$ cat src/verilog/cpuPkg.sv
package cpuPkg;

   // Widths fixed by the instruction set
   typedef logic [7:0]  dataT;
   typedef logic [7:0]  addrT;
   typedef logic [15:0] instrT;
   typedef logic [2:0]  regIdxT;

   // Opcode field, instruction bits 15..11
   typedef enum logic [4:0] {
      OpNop  = 5'h00,
      OpAdd  = 5'h01,
      OpAddi = 5'h02,
      OpAdc  = 5'h03,
      OpAdci = 5'h04,
      OpSub  = 5'h05,
      OpAnd  = 5'h06,
      OpOr   = 5'h07,
      OpXor  = 5'h08,
      OpMov  = 5'h09,
      OpLdi  = 5'h0a,
      OpLd   = 5'h0b,
      OpSt   = 5'h0c,
      OpJmp  = 5'h0d,
      OpJz   = 5'h0e,
      OpCall = 5'h0f,
      OpRet  = 5'h10,
      OpHalt = 5'h11
   } opcodeT;

   typedef enum logic [2:0] {
      FnAdd  = 3'd0,
      FnSub  = 3'd1,
      FnAnd  = 3'd2,
      FnOr   = 3'd3,
      FnXor  = 3'd4,
      FnPass = 3'd5
   } aluFnT;

   // Next PC source
   typedef enum logic [1:0] {
      PcNext   = 2'd0,
      PcImm    = 2'd1,
      PcImmIfZ = 2'd2,
      PcLr     = 2'd3
   } pcSelT;

   // Major states of the sequencer
   typedef enum logic [2:0] {
      FetchSetup  = 3'd0,
      FetchAccess = 3'd1,
      Decode      = 3'd2,
      Execute     = 3'd3,
      MemAccess   = 3'd4,
      Halt        = 3'd5
   } seqStateT;

   // Decoded control word, 28 bits
   typedef struct packed {
      aluFnT  aluFn;
      logic   useImm;
      logic   useCarry;
      logic   regWe;
      logic   wdSel;
      logic   flagWe;
      logic   memRead;
      logic   memWrite;
      pcSelT  pcSel;
      logic   lrWe;
      logic   halt;
      regIdxT rd;
      regIdxT rs;
      dataT   imm;
   } controlT;

   typedef struct packed {
      dataT aluOut;
      logic zero;
      logic carry;
   } resultT;

endpackage

$ cat src/verilog/apbRequester.sv
`timescale 1ns/10ps

module apbRequester import cpuPkg::*; (
   input  logic  Clock,
   input  logic  nReset,
   input  logic  busReq,
   input  logic  busWrite,
   input  addrT  busAddr,
   input  instrT busWdata,
   output logic  busDone,
   output instrT busRdata,
   output logic  PSEL,
   output logic  PENABLE,
   output logic  PWRITE,
   output addrT  PADDR,
   output instrT PWDATA,
   input  instrT PRDATA,
   input  logic  PREADY,
   output logic  [7:0] StoreCount
);

   // Setup phase is an idle cycle with busReq high
   typedef enum logic {
      PhaseIdle,
      PhaseAccess
   } apbPhaseT;

   apbPhaseT phase;
   logic     setup;
   addrT     addrQ;
   logic     writeQ;
   instrT    wdataQ;

   // Bus stays quiet while reset is held
   assign setup = nReset && (phase == PhaseIdle) && busReq;

   always_ff @(posedge Clock or negedge nReset) begin
      if (!nReset) begin
         phase      <= PhaseIdle;
         StoreCount <= '0;
      end else begin
         case (phase)
            PhaseIdle   : if (busReq) phase <= PhaseAccess;
            PhaseAccess : if (PREADY) phase <= PhaseIdle;
            default     : phase <= PhaseIdle;
         endcase
         // One count per completed write
         if (busDone && writeQ)
            StoreCount <= StoreCount + 8'd1;
      end
   end

   // Request held from setup to completion
   always_ff @(posedge Clock) begin
      if (setup) begin
         addrQ  <= busAddr;
         writeQ <= busWrite;
         wdataQ <= busWdata;
      end
   end

   assign PSEL     = setup || (phase == PhaseAccess);
   assign PENABLE  = (phase == PhaseAccess);
   assign PADDR    = PENABLE ? addrQ : busAddr;
   assign PWRITE   = PENABLE ? writeQ : (setup && busWrite);
   assign PWDATA   = PENABLE ? wdataQ : busWdata;
   assign busDone  = PENABLE && PREADY;
   assign busRdata = PRDATA;

   // Access only after a setup cycle
   enableAfterSetup: assert property (@(posedge Clock) disable iff (!nReset)
      $rose(PENABLE) |-> (PSEL && $past(PSEL)));

   // Covers the setup to access handover too
   addrStableUntilDone: assert property (@(posedge Clock) disable iff (!nReset)
      (PSEL && !busDone) |=> $stable(PADDR));

endmodule

$ cat src/verilog/controlSequencer.sv
`timescale 1ns/10ps

module controlSequencer import cpuPkg::*; (
   input  logic    Clock,
   input  logic    nReset,
   input  addrT    pc,
   input  logic    busDone,
   input  instrT   busRdata,
   input  dataT    rdData,
   input  dataT    rsData,
   input  logic    halted,
   output logic    busReq,
   output logic    busWrite,
   output addrT    busAddr,
   output instrT   busWdata,
   output controlT ctrl,
   output logic    execStrobe,
   output dataT    loadData
);

   seqStateT state;
   instrT    ir;
   logic     memOp;

   // Opcode to control word
   function automatic controlT decodeInstr(instrT instr);
      controlT c;
      c       = '0;
      c.aluFn = FnPass;
      c.pcSel = PcNext;
      c.rd    = instr[10:8];
      c.rs    = instr[2:0];
      c.imm   = instr[7:0];
      case (opcodeT'(instr[15:11]))
         OpAdd  : begin
            c.aluFn  = FnAdd;
            c.regWe  = 1'b1;
            c.flagWe = 1'b1;
         end
         OpAddi : begin
            c.aluFn  = FnAdd;
            c.useImm = 1'b1;
            c.regWe  = 1'b1;
            c.flagWe = 1'b1;
         end
         OpAdc  : begin
            c.aluFn    = FnAdd;
            c.useCarry = 1'b1;
            c.regWe    = 1'b1;
            c.flagWe   = 1'b1;
         end
         OpAdci : begin
            c.aluFn    = FnAdd;
            c.useImm   = 1'b1;
            c.useCarry = 1'b1;
            c.regWe    = 1'b1;
            c.flagWe   = 1'b1;
         end
         OpSub  : begin
            c.aluFn  = FnSub;
            c.regWe  = 1'b1;
            c.flagWe = 1'b1;
         end
         OpAnd  : begin
            c.aluFn  = FnAnd;
            c.regWe  = 1'b1;
            c.flagWe = 1'b1;
         end
         OpOr   : begin
            c.aluFn  = FnOr;
            c.regWe  = 1'b1;
            c.flagWe = 1'b1;
         end
         OpXor  : begin
            c.aluFn  = FnXor;
            c.regWe  = 1'b1;
            c.flagWe = 1'b1;
         end
         // Copies, flags untouched
         OpMov  : c.regWe = 1'b1;
         OpLdi  : begin
            c.useImm = 1'b1;
            c.regWe  = 1'b1;
         end
         OpLd   : begin
            c.memRead = 1'b1;
            c.regWe   = 1'b1;
            c.wdSel   = 1'b1;
         end
         OpSt   : c.memWrite = 1'b1;
         OpJmp  : c.pcSel = PcImm;
         OpJz   : c.pcSel = PcImmIfZ;
         OpCall : begin
            c.pcSel = PcImm;
            c.lrWe  = 1'b1;
         end
         OpRet  : c.pcSel = PcLr;
         OpHalt : c.halt = 1'b1;
         // NOP and unused codes
         default : c.aluFn = FnPass;
      endcase
      return c;
   endfunction

   assign memOp = ctrl.memRead || ctrl.memWrite;

   always_ff @(posedge Clock or negedge nReset) begin
      if (!nReset) begin
         state <= FetchSetup;
         ctrl  <= '0;
      end else begin
         case (state)
            // No new fetch once halted
            FetchSetup  : state <= halted ? Halt : FetchAccess;
            FetchAccess : if (busDone) state <= Decode;
            Decode      : state <= Execute;
            Execute     : state <= memOp ? MemAccess : FetchSetup;
            MemAccess   : if (busDone) state <= FetchSetup;
            Halt        : state <= Halt;
            default     : state <= FetchSetup;
         endcase
         if (state == Decode)
            ctrl <= decodeInstr(ir);
      end
   end

   // Instruction register
   always_ff @(posedge Clock) begin
      if (state == FetchAccess && busDone)
         ir <= busRdata;
   end

   assign busReq   = (state == FetchSetup && !halted) || (state == FetchAccess) ||
                     (state == MemAccess);
   assign busWrite = (state == MemAccess) && ctrl.memWrite;
   // Data address from rs, fetch address from PC
   assign busAddr  = (state == MemAccess) ? rsData : pc;
   assign busWdata = {8'h00, rdData};
   // Load byte written back on the completing edge
   assign loadData = busRdata[7:0];

   assign execStrobe = (state == Execute && !memOp) || (state == MemAccess && busDone);

   // One strobe per instruction, then the next fetch
   strobeEndsInstr: assert property (@(posedge Clock) disable iff (!nReset)
      execStrobe |=> (state == FetchSetup));

endmodule

$ cat src/verilog/executeUnit.sv
`timescale 1ns/10ps

module executeUnit import cpuPkg::*; (
   input  logic    Clock,
   input  logic    nReset,
   input  controlT ctrl,
   input  logic    execStrobe,
   input  dataT    wbData,
   output dataT    rdData,
   output dataT    rsData,
   output resultT  aluResult,
   output logic    zFlag
);

   dataT       regs [8];
   logic       cFlag;
   dataT       opB;
   logic       carryIn;
   logic [8:0] sum;
   logic [8:0] diff;

   // Two read ports
   assign rdData = regs[ctrl.rd];
   assign rsData = regs[ctrl.rs];

   // Operand B is rs or the immediate
   assign opB     = ctrl.useImm ? ctrl.imm : rsData;
   assign carryIn = ctrl.useCarry && cFlag;
   assign sum     = {1'b0, rdData} + {1'b0, opB} + {8'h00, carryIn};
   // Top bit is the borrow
   assign diff    = {1'b0, rdData} - {1'b0, opB};

   always_comb begin
      case (ctrl.aluFn)
         FnAdd  : begin
            aluResult.aluOut = sum[7:0];
            aluResult.carry  = sum[8];
         end
         FnSub  : begin
            aluResult.aluOut = diff[7:0];
            aluResult.carry  = diff[8];
         end
         // Logic ops clear carry
         FnAnd  : begin
            aluResult.aluOut = rdData & opB;
            aluResult.carry  = 1'b0;
         end
         FnOr   : begin
            aluResult.aluOut = rdData | opB;
            aluResult.carry  = 1'b0;
         end
         FnXor  : begin
            aluResult.aluOut = rdData ^ opB;
            aluResult.carry  = 1'b0;
         end
         default : begin
            aluResult.aluOut = opB;
            aluResult.carry  = cFlag;
         end
      endcase
      aluResult.zero = (aluResult.aluOut == 8'h00);
   end

   // Register file
   always_ff @(posedge Clock or negedge nReset) begin
      if (!nReset) begin
         for (int i = 0; i < 8; i++)
            regs[i] <= '0;
      end else if (execStrobe && ctrl.regWe) begin
         regs[ctrl.rd] <= wbData;
      end
   end

   // Flags, only arithmetic and logic ops
   always_ff @(posedge Clock or negedge nReset) begin
      if (!nReset) begin
         zFlag <= 1'b0;
         cFlag <= 1'b0;
      end else if (execStrobe && ctrl.flagWe) begin
         zFlag <= aluResult.zero;
         cFlag <= aluResult.carry;
      end
   end

   noWriteOnStore: assert property (@(posedge Clock) disable iff (!nReset)
      execStrobe |-> !(ctrl.regWe && ctrl.memWrite));

endmodule

$ cat src/verilog/resultUnit.sv
`timescale 1ns/10ps

module resultUnit import cpuPkg::*; #(
   parameter addrT ResetVector = 8'h00
) (
   input  logic    Clock,
   input  logic    nReset,
   input  controlT ctrl,
   input  logic    execStrobe,
   input  resultT  aluResult,
   input  logic    zFlag,
   input  dataT    loadData,
   output dataT    wbData,
   output addrT    pc,
   output logic    halted
);

   addrT lr;
   addrT pcPlusOne;

   // Writeback source
   assign wbData    = ctrl.wdSel ? loadData : aluResult.aluOut;
   // One 16-bit word per address
   assign pcPlusOne = pc + 8'd1;

   always_ff @(posedge Clock or negedge nReset) begin
      if (!nReset) begin
         pc <= ResetVector;
      end else if (execStrobe) begin
         case (ctrl.pcSel)
            PcNext   : pc <= pcPlusOne;
            PcImm    : pc <= ctrl.imm;
            // Z from the last flag-setting op
            PcImmIfZ : pc <= zFlag ? ctrl.imm : pcPlusOne;
            PcLr     : pc <= lr;
            default  : pc <= pcPlusOne;
         endcase
      end
   end

   // Link register, return address of CALL
   always_ff @(posedge Clock or negedge nReset) begin
      if (!nReset)
         lr <= '0;
      else if (execStrobe && ctrl.lrWe)
         lr <= pcPlusOne;
   end

   // Sticky until reset
   always_ff @(posedge Clock or negedge nReset) begin
      if (!nReset)
         halted <= 1'b0;
      else if (execStrobe && ctrl.halt)
         halted <= 1'b1;
   end

endmodule

$ cat src/verilog/cpuTop.sv
`timescale 1ns/10ps

module cpuTop import cpuPkg::*; #(
   parameter addrT ResetVector = 8'h00
) (
   input  logic  Clock,
   input  logic  nReset,
   output logic  PSEL,
   output logic  PENABLE,
   output logic  PWRITE,
   output addrT  PADDR,
   output instrT PWDATA,
   input  instrT PRDATA,
   input  logic  PREADY,
   output logic  Halted,
   output logic  [7:0] StoreCount
);

   // Sequencer to requester
   logic    busReq;
   logic    busWrite;
   addrT    busAddr;
   instrT   busWdata;
   logic    busDone;
   instrT   busRdata;

   // Datapath
   controlT ctrl;
   logic    execStrobe;
   dataT    rdData;
   dataT    rsData;
   resultT  aluResult;
   logic    zFlag;
   dataT    wbData;
   dataT    loadData;
   addrT    pc;

   controlSequencer controlSequencer_i (
      .Clock      (Clock),
      .nReset     (nReset),
      .pc         (pc),
      .busDone    (busDone),
      .busRdata   (busRdata),
      .rdData     (rdData),
      .rsData     (rsData),
      .halted     (Halted),
      .busReq     (busReq),
      .busWrite   (busWrite),
      .busAddr    (busAddr),
      .busWdata   (busWdata),
      .ctrl       (ctrl),
      .execStrobe (execStrobe),
      .loadData   (loadData)
   );

   executeUnit executeUnit_i (
      .Clock      (Clock),
      .nReset     (nReset),
      .ctrl       (ctrl),
      .execStrobe (execStrobe),
      .wbData     (wbData),
      .rdData     (rdData),
      .rsData     (rsData),
      .aluResult  (aluResult),
      .zFlag      (zFlag)
   );

   resultUnit #(
      .ResetVector (ResetVector)
   ) resultUnit_i (
      .Clock      (Clock),
      .nReset     (nReset),
      .ctrl       (ctrl),
      .execStrobe (execStrobe),
      .aluResult  (aluResult),
      .zFlag      (zFlag),
      .loadData   (loadData),
      .wbData     (wbData),
      .pc         (pc),
      .halted     (Halted)
   );

   apbRequester apbRequester_i (
      .Clock      (Clock),
      .nReset     (nReset),
      .busReq     (busReq),
      .busWrite   (busWrite),
      .busAddr    (busAddr),
      .busWdata   (busWdata),
      .busDone    (busDone),
      .busRdata   (busRdata),
      .PSEL       (PSEL),
      .PENABLE    (PENABLE),
      .PWRITE     (PWRITE),
      .PADDR      (PADDR),
      .PWDATA     (PWDATA),
      .PRDATA     (PRDATA),
      .PREADY     (PREADY),
      .StoreCount (StoreCount)
   );

endmodule

$ cat config.mk
export PLATFORM = sky130hd
export DESIGN_NAME = cpuTop
export DESIGN_NICKNAME = d
export VERILOG_FILES = /design/src/verilog/cpuPkg.sv /design/src/verilog/apbRequester.sv /design/src/verilog/controlSequencer.sv /design/src/verilog/executeUnit.sv /design/src/verilog/resultUnit.sv /design/src/verilog/cpuTop.sv
export SDC_FILE = /design/constraint.sdc
export NUM_CORES = 1
export LEC_CHECK = 0
export BUFFER_PORTS_ARGS = -buffer_cell sky130_fd_sc_hd__buf_2
export CORE_MARGIN = 2
export CORE_UTILIZATION = 60
export CTS_BUF_LIST = sky130_fd_sc_hd__clkbuf_16
export CTS_CLUSTER_SIZE = 16
export DETAILED_ROUTE_END_ITERATION = 12
export PLACE_DENSITY = 0.87
export SYNTH_ARGS = -nofsm -noshare
export SYNTH_HDL_FRONTEND = slang
export SYNTH_HIERARCHICAL = 1
export SYNTH_SLANG_ARGS = --single-unit
$ cat constraint.sdc
create_clock -name Clock -period 9.61 [get_ports Clock]
set_clock_uncertainty 0.2 [all_clocks]
set_input_delay 0.4805 -clock Clock [delete_from_list [all_inputs] [get_ports Clock]]
set_output_delay 0.4805 -clock Clock [all_outputs]
set_load 0.1 [all_outputs]
* Word-level counts from Yosys, hierarchy flattened
Cells that the tools add are included.
Cells by class: add/sub/neg operators 5, $lt $le $gt $ge 3, eq/ne operators 31, multiplexer cells 37, bitwise logic cells 6, reduce and logical (&&, ||, !) cells 37
Operators with widths (count):
- 8-bit two-way mux | 11
- 64-bit bitwise mux | 1
- 8-bit binary-select mux with 3-bit select | 2
- 5-bit by 4-bit equality test with 1-bit output, second input constant | 8
- 8-bit one-hot mux with 5 select lines | 1
- 8-bit one-hot mux with 4 select lines | 1
- 8-bit demux with 3-bit select | 1
- 5-bit by 3-bit equality test with 1-bit output, second input constant | 4
- 3-bit one-hot mux with 6 select lines | 1
- 8-bit by 1-bit adder with 8-bit output, second input constant | 2
- 1-bit logical AND | 16
- 3-bit one-hot mux with 5 select lines | 1
- 3-bit by 2-bit equality test with 1-bit output, second input constant | 4
- 3-bit two-way mux | 4
- 1-bit two-way mux | 11
- 11-bit OR reduction | 1
- 5-bit by 2-bit equality test with 1-bit output, second input constant | 2
- 5-bit equality test, second input constant | 2
- 8-bit by 8-bit adder with 9-bit output | 1
- 9-bit by 1-bit adder with 9-bit output | 1
- 3-bit equality test, second input constant | 3
- 8-bit by 8-bit subtractor with 9-bit output | 1
- 8-bit AND | 1
- 4-bit >= comparator, second input constant | 2
- other kinds (24) | 37
Storage, ports and cells: register bits 155, input port bits 19, output and inout port bits 36, logic and storage cells 152

* Logic depth before layout (Yosys ltp)
Gate-level depths: netlist of run 1.
depth after elaboration 10, depth in mapped cells 20, gate-level depth less buffers 17

* Cells and area by module
Netlist of run 1, hierarchy kept.
By module, submodules not included:
- executeUnit | instances 1, cells an instance 469, area an instance 5093.6 um2, sequential area each 1651.6 um2
- controlSequencer | instances 1, cells an instance 192, area an instance 2040.7 um2, sequential area each 1156.1 um2
- apbRequester | instances 1, cells an instance 106, area an instance 1684.1 um2, sequential area each 975.9 um2
- resultUnit | instances 1, cells an instance 124, area an instance 1134.8 um2, sequential area each 425.4 um2

* Worst setup path before layout of run 1
No wires, ideal clock.
kind register -> register, from register, netlist name controlSequencer_i/ctrl[8], to register executeUnit_i/regs[14] in the netlist's numbering, library setup time 0.125 ns, arrival 4.431 ns, data required time 9.285 ns, setup slack 4.854 ns, cell stages (with the launch flop) 21, path buffers 3, period minus slack after synthesis 4.756 ns, path through dfrtp_1 > buf_4 > buf_6 > buf_2 > mux4_2 > mux2_2 > mux2i_1 > inv_1 > fa_1 > fa_1 > nor2b_1 > o21ai_0 > a21oi_1 > o21bai_1 > nand2_1 > xor2_1 > o22ai_1 > a21oi_1 > inv_1 > mux2_2 > mux2_2
RTL lines:
- to (signal, indexed assignment) | RTL line executeUnit.sv:70 | regs[ctrl.rd] <= wbData;
- to (decl) | RTL line executeUnit.sv:15 | dataT regs [8];

==> results.sh, run 1 <==
export IMPL_numCtsBuffers=17
export IMPL_cts_sinks=160
export IMPL_worstHoldStart="PRDATA[10]"
export IMPL_die_w_um=133
export IMPL_slew_violations=0
export IMPL_start_kind="register"
export IMPL_crit_path_max_incr_delay_ns=1.04
export IMPL_wl_met3_mm=2.17
export IMPL_max_freq_ghz=0.185
export IMPL_antenna_left=0
export IMPL_dieArea_um2=17600
export IMPL_stdcell_area_um2=10600
export IMPL_vias=7156
export IMPL_antenna_found_initial=0
export IMPL_io_pins=55
export IMPL_worst_pin_slew_ns=1.22
export IMPL_nets=935
export IMPL_cp_end_kind="register"
export IMPL_arrival_ns=5.52
export IMPL_grt_max_degree=86
export IMPL_nFillCells=1175
export IMPL_setup_ws_ns=4.21
export IMPL_setup_viol=0
export IMPL_path_cells="nand2b_1 -> o22ai_1 -> o21a_1 -> a211oi_1 -> ha_1 -> nand2b_1 -> a221oi_1 -> o311ai_0 -> o221ai_1 -> xnor2_1 -> a211oi_1 -> or4b_4 -> mux2_2 -> mux2_2"
export IMPL_drc_errors=0
export IMPL_hpwl_mm=15.7
export IMPL_syn_area_um2=9940
export IMPL_routabilityCongestion=0.979
export IMPL_start_util_pct=60.6
export IMPL_status="completed"
export IMPL_avgSynthCellArea_um2=11.2
export IMPL_syn_inst=889
export IMPL_max_cap_violations=0
export IMPL_min_period_ns=5.40
export IMPL_rsz0062_at_grt="no"
export IMPL_h_tree_depth=4
export IMPL_tns_ns=0
export IMPL_synth_warning_count=6
export IMPL_core_area_um2=16400
export IMPL_grt_ovfl_total=0
export IMPL_cts_tree="done"
export IMPL_worstSetupPathType="reg2reg"
export IMPL_wl_met2_mm=10.8
export IMPL_track_usage_pct=27.1
export IMPL_drt_total_wl_mm=23.4
export IMPL_wl_met1_mm=9.70
export IMPL_dpl_instance_area_um2=10000
export IMPL_clock_path_buffers=2
export IMPL_hold_viol=0
export IMPL_slowest_stage="dfrtp_1"
export IMPL_min_delay_path_class="in2reg"
export IMPL_diodes=0
export IMPL_via_per_inst=6.38
export IMPL_cts_root_buf="clkbuf_16"
export IMPL_cp_num_buf_inv=0
export IMPL_cts_clk_slew_worst_paths_ns=0.06
export IMPL_cts_setup_buffers=0
export IMPL_post_route_period_util_pct=56.2
export IMPL_critPathRequiredTime_ns=9.72
export IMPL_grt_pass1_vias=6925
export IMPL_final_seq_area_um2=4210
export IMPL_routed_top_layer="met4"
export IMPL_rows=47
export IMPL_worstPathMaxFanout=28
export IMPL_cpLargestDelayFamily="compound AO/OA/AOI/OAI gates"
export IMPL_drt_iter0_drc=926
export IMPL_startpoint="controlSequencer_i/ctrl[13]"
export IMPL_grt_pass1_wl_mm=37.2
export IMPL_clock_latency_ns=0.43
export IMPL_dr_pass1_iters=5
export IMPL_dp_slack_ns=4.38
export IMPL_portBuffers=54
export IMPL_max_slew_margin_pct=18.2
export IMPL_multi_input_area_um2=5070
export IMPL_routedWlPerCell_um=20.9
export IMPL_drive_gt1_share_pct=28.7
export IMPL_area_growth_syn_to_layout_pct=7.06
export IMPL_floorplan_die_height_um=133
export IMPL_r2r_start="controlSequencer_i/ctrl[13]"
-- worst reg2reg max path, delay by kind of cell (launching register included) --
family                     cells  cell delay (ns)
AOI/OAI and AO/OA              7             1.89
muxes                          2             0.64
and+or+nand+nor                3             0.98
xor gates and xnor gates       1             0.15
adders and majority gates      1             0.40
DFF                            1             1.04
-- layout by cell type (no fill, tap or decap), drive strengths merged, types with 6 or more instances in the layout --
cell / count
a21oi: 38
conb: 8
o31ai: 7
o21a: 6
nand3b: 6
inv: 34
nand3: 9
edfxtp: 41
a22o: 8
nand2: 85
a22oi: 6
buf: 65
mux2i: 18
dfrtp: 119
ha: 25
nand2b: 19
mux2: 129
and2: 9
a211oi: 8
nor2b: 8
nor3: 9
xor2: 11
o22ai: 6
o21ai: 27
xnor2: 9
nor2: 61
clkbuf: 17
mux4: 21
-- worst paths after layout --
path                                                 to  slack (ns)  depth (start not counted)
max reg2reg                      executeUnit_i/regs[23]        4.21                         14
min in group asynchronous  apbRequester_i/StoreCount[5]        0.35                          2
min                           controlSequencer_i/ir[10]        0.02                          1
max                              executeUnit_i/regs[23]        4.21                         14
min reg2reg                  controlSequencer_i/ctrl[2]        0.24                          2
max in group asynchronous        executeUnit_i/regs[48]        7.42                          3
-- layout make-up --
type	instances	share of cell area, %
multi-input cells	614	47.7
flip-flops and latches	160	39.6
clock buffers	17	4.00
repair buffers	66	3.43
well taps	220	2.59
clock inverters	15	1.72
inverters	29	1.02
-- registers in the layout, summed over array words and instances, names as in the netlist, 3 cells and up --
signal and count:
apbRequester_i/StoreCount 8, apbRequester_i/addrQ 8, apbRequester_i/wdataQ 16, controlSequencer_i/ctrl 24
controlSequencer_i/ir 16, controlSequencer_i/state 3, executeUnit_i/regs 64, resultUnit_i/lr 8
resultUnit_i/pc 8
-- metrics by stage --
stage / util, % / hold slack [ns] / std cells
CTS: 64.9 / 0.00123 / 1121
detailed placement: 61.1 / 0.223 / 1088
global placement: 61.1 / 0.217 / 1088
floorplan: - / -0.0151 / 896
finish: 64.9 / 0.0166 / 1121
global route: 64.9 / 0.00207 / 1121
-- layer usage --
metal,up-vias,global-route usage [%]
met2,400,41.6
li1,3180,-
met3,59,6.63
met1,3517,37.3
met4,0,11.2
met5,-,0
-- repair_timing --
item / in CTS / in global routing
setup endpoints to repair: 0 / 0
resized for setup: 0 / 0
endpoints found under the hold margin: 34 / 0
hold buffers: 1 / 0
Power of run 1 is not shown: default switching activity piles up to over one toggle a cycle in this logic, so the estimate is an artifact.
==> run 2, diff against run 1 <==
--- a/config.mk
+++ b/config.mk
@@ -5,6 +5,7 @@
 export SDC_FILE = /design/constraint.sdc
 export NUM_CORES = 1
 export LEC_CHECK = 0
+export ABC_AREA = 1
 export BUFFER_PORTS_ARGS = -buffer_cell sky130_fd_sc_hd__buf_2
 export CORE_MARGIN = 2
 export CORE_UTILIZATION = 60
==> constraint.sdc (replaced) <==
create_clock -name Clock -period 5.4 [get_ports Clock]
set_clock_uncertainty 0.2 [all_clocks]
set_input_delay 0.27 -clock Clock [delete_from_list [all_inputs] [get_ports Clock]]
set_output_delay 0.27 -clock Clock [all_outputs]
set_load 0.1 [all_outputs]
==> results.sh, run 2 <==
export IMPL_status="completed"
export IMPL_worstPathMaxFanout=28
export IMPL_portBuffers=54
export IMPL_cts_clk_slew_worst_paths_ns=0.07
export IMPL_met2_usage_pct=49.4
export IMPL_synth_enable_flop_cells=41
export IMPL_hold_viol=0
export IMPL_ys_top_cells_by_count="nand2_1, inv_1, dfrtp_1"
export IMPL_synth_main_ff_cell="dfrtp_1"
export IMPL_drt_iter0_drc=1054
export IMPL_cp_num_buf_inv=3
export IMPL_min_delay_path_class="reg2reg"
export IMPL_antenna_left=0
export IMPL_hpwl_mm=18.9
export IMPL_final_cell_mix="nand2_1, inv_1, dfrtp_1, o21ai_0, nor2_1"
export IMPL_drive_gt1_share_pct=12.3
export IMPL_grtUsageMet1_pct=41.0
export IMPL_area_growth_syn_to_layout_pct=8.08
export IMPL_yosys_area_top_type="dfrtp_1"
export IMPL_drc_errors=0
export IMPL_reg_top3="executeUnit_i/regs x64, controlSequencer_i/ctrl x24"
export IMPL_cp_common_cell="inv_1"
export IMPL_antenna_found_initial=0
export IMPL_nFillCells=1394
export IMPL_slew_violations=0
export IMPL_synth_warning_count=6
export IMPL_reg2regPathDepth=19
export IMPL_arrival_ns=4.70
export IMPL_dieArea_um2=17600
export IMPL_start_util_pct=60.6
export IMPL_nets=1391
export IMPL_cts_tree="done"
export IMPL_cts_setup_buffers=0
export IMPL_clock_latency_ns=0.43
export IMPL_grt_pass1_wl_mm=42.6
export IMPL_synthDistinctLibCells=53
export IMPL_synth_area_top_cells="dfrtp_1, nand2_1, edfxtp_1"
export IMPL_critPathRequiredTime_ns=5.48
export IMPL_yosysTopAreaCellShare_pct=29.9
export IMPL_ys_seq_area_share_pct=42.3
export IMPL_avgSynthCellArea_um2=7.54
export IMPL_final_seq_area_um2=4210
export IMPL_reg2reg_to="executeUnit_i/regs[62]"
export IMPL_dr_pass1_iters=5
export IMPL_cts_sinks=160
export IMPL_setup_viol=0
export IMPL_holdPathEnd="controlSequencer_i/ctrl[7]"
export IMPL_core_area_um2=16400
export IMPL_io_pins=55
export IMPL_crit_path_max_incr_delay_ns=0.86
export IMPL_cts_root_buf="clkbuf_16"
export IMPL_multi_input_area_um2=4580
export IMPL_whs_ns=0.245
export IMPL_cp_end_kind="register"
export IMPL_max_slew_margin_pct=25.2
export IMPL_rows=47
export IMPL_vias=8919
export IMPL_busiest_layer="met2"
export IMPL_grt_pass1_vias=8337
export IMPL_synth_ff_latch_count=160
export IMPL_grt_max_degree=75
export IMPL_start_kind="register"
export IMPL_worstSetupPathType="reg2reg"
export IMPL_async_reset_ff_share_pct=74.4
export IMPL_worstHoldStart="controlSequencer_i/ir[7]"
export IMPL_r2r_setup_slack_ns=0.78
export IMPL_hold_path_depth=2
export IMPL_grt_ovfl_total=0
export IMPL_min_period_ns=4.62
export IMPL_h_tree_depth=4
export IMPL_yosysMostFrequentCell="nand2_1"
export IMPL_rsz0062_at_grt="no"
export IMPL_diodes=0
export IMPL_worst_pin_slew_ns=1.12
export IMPL_tns_ns=0
export IMPL_dp_cells=1527
export IMPL_routedWlPerCell_um=16.5
export IMPL_via_per_inst=5.66
export IMPL_grt_use_met3_pct=5.79
export IMPL_track_usage_pct=30.7
export IMPL_die_w_um=133
export IMPL_numCtsBuffers=17
export IMPL_syn_inst=1319
export IMPL_routabilityCongestion=0.976
export IMPL_largest_reg_flops=64
export IMPL_max_freq_ghz=0.217
export IMPL_post_route_period_util_pct=85.5
export IMPL_cpLargestDelayFamily="simple AND/OR/NAND/NOR gates"
export IMPL_r2r_start="controlSequencer_i/ctrl[11]"
export IMPL_clock_path_buffers=2
export IMPL_path_cells="nand3_1 -> o22ai_1 -> nor2_1 -> nand2_1 -> inv_1 -> fa_1 -> fa_1 -> nand3_1 -> and2_1 -> inv_1 -> nand2_1 -> a21oi_1 -> nor3_1 -> o21ai_1 -> a31oi_1 -> nor2_2 -> mux2_2 -> inv_1 -> o21ai_0"
export IMPL_stdcell_count=1577
export IMPL_syn_area_um2=9950
export IMPL_top_register="executeUnit_i/regs"
export IMPL_layout_commonest_cell="nand2_1"
export IMPL_floorplan_die_height_um=133
export IMPL_slowest_stage="dfrtp_1"
export IMPL_max_cap_violations=0
export IMPL_drt_total_wl_mm=26.1
[run 2: cell type report]
cell class              count  area share [%]
multi-input cells         926            42.6
flip-flops and latches    160            39.1
inverters                 156            5.47
repair buffers             83            4.98
clock buffers              17            3.96
well taps                 220            2.56
clock inverters            15            1.34
[run 2: logic make-up (layout without fill, tap and decap cells)]
kind of cell | count (synthesis) | count (layout) | synth area share (%)
flip-flops | 160 | 160 | 42.3
other | 1 | 8 | 0.0377
multiplexers | 8 | 8 | 0.905
buffers and inverters | 240 | 271 | 12.0
AND/OR/NAND/NOR | 671 | 671 | 28.7
XOR/XNOR | 6 | 6 | 0.528
AO/OA/AOI/OAI | 205 | 205 | 11.8
adder cells (fa/ha/maj) | 28 | 28 | 3.75
[run 2: stage by stage]
| step | util, % | instance area (um^2) | worst slack (ns) |
|---|---|---|---|
| after CTS | 65.6 | 10800 | 0.833 |
| after detailed placement | 61.0 | 10000 | 0.833 |
| after floorplan | - | 9980 | 1.50 |
| final | 65.6 | 10800 | 0.784 |
| after global routing | 65.6 | 10800 | 0.304 |
| after global placement | 61.0 | 10000 | 0.999 |
[run 2: worst max-delay path by stage]
stage / start / to / slack (ns) / cells after the start
detailed placement: controlSequencer_i/ctrl[11] / executeUnit_i/regs[62] / 0.83 / 19
finish: controlSequencer_i/ctrl[11] / executeUnit_i/regs[62] / 0.78 / 19
global placement: controlSequencer_i/ctrl[11] / executeUnit_i/regs[62] / 1.0 / 20
CTS: controlSequencer_i/ctrl[11] / executeUnit_i/regs[62] / 0.83 / 19
global route: controlSequencer_i/ctrl[11] / executeUnit_i/regs[62] / 0.30 / 21
floorplan: controlSequencer_i/ctrl[11] / executeUnit_i/regs[14] / 1.50 / 22
[run 2: worst reg2reg max path, stage by stage, from the launching register on]
cell and delay, ns:
dfrtp_1 0.86, nand3_1 0.39, o22ai_1 0.25, nor2_1 0.07
nand2_1 0.15, inv_1 0.12, fa_1 0.48, fa_1 0.42
nand3_1 0.09, and2_1 0.14, inv_1 0.04, nand2_1 0.07
a21oi_1 0.09, nor3_1 0.17, o21ai_1 0.09, a31oi_1 0.19
nor2_2 0.08, mux2_2 0.31, inv_1 0.14, o21ai_0 0.11
[run 2: what timing repair did]
item / CTS / global route
endpoints found under the setup margin: 0 / 0
hold buffers: 18 / 0
hold endpoints to repair: 90 / 0
resized for setup: 0 / 0
[run 2: layer usage]
| layer | wire length, um | share of wire [%] |
|---|---|---|
| met1 | 10800 | 41 |
| met2 | 12300 | 47 |
| met3 | 2070 | 7.9 |
| met4 | 942 | 3.6 |
| met5 | 0 | 0 |
Power of run 2 is left out for the same reason.
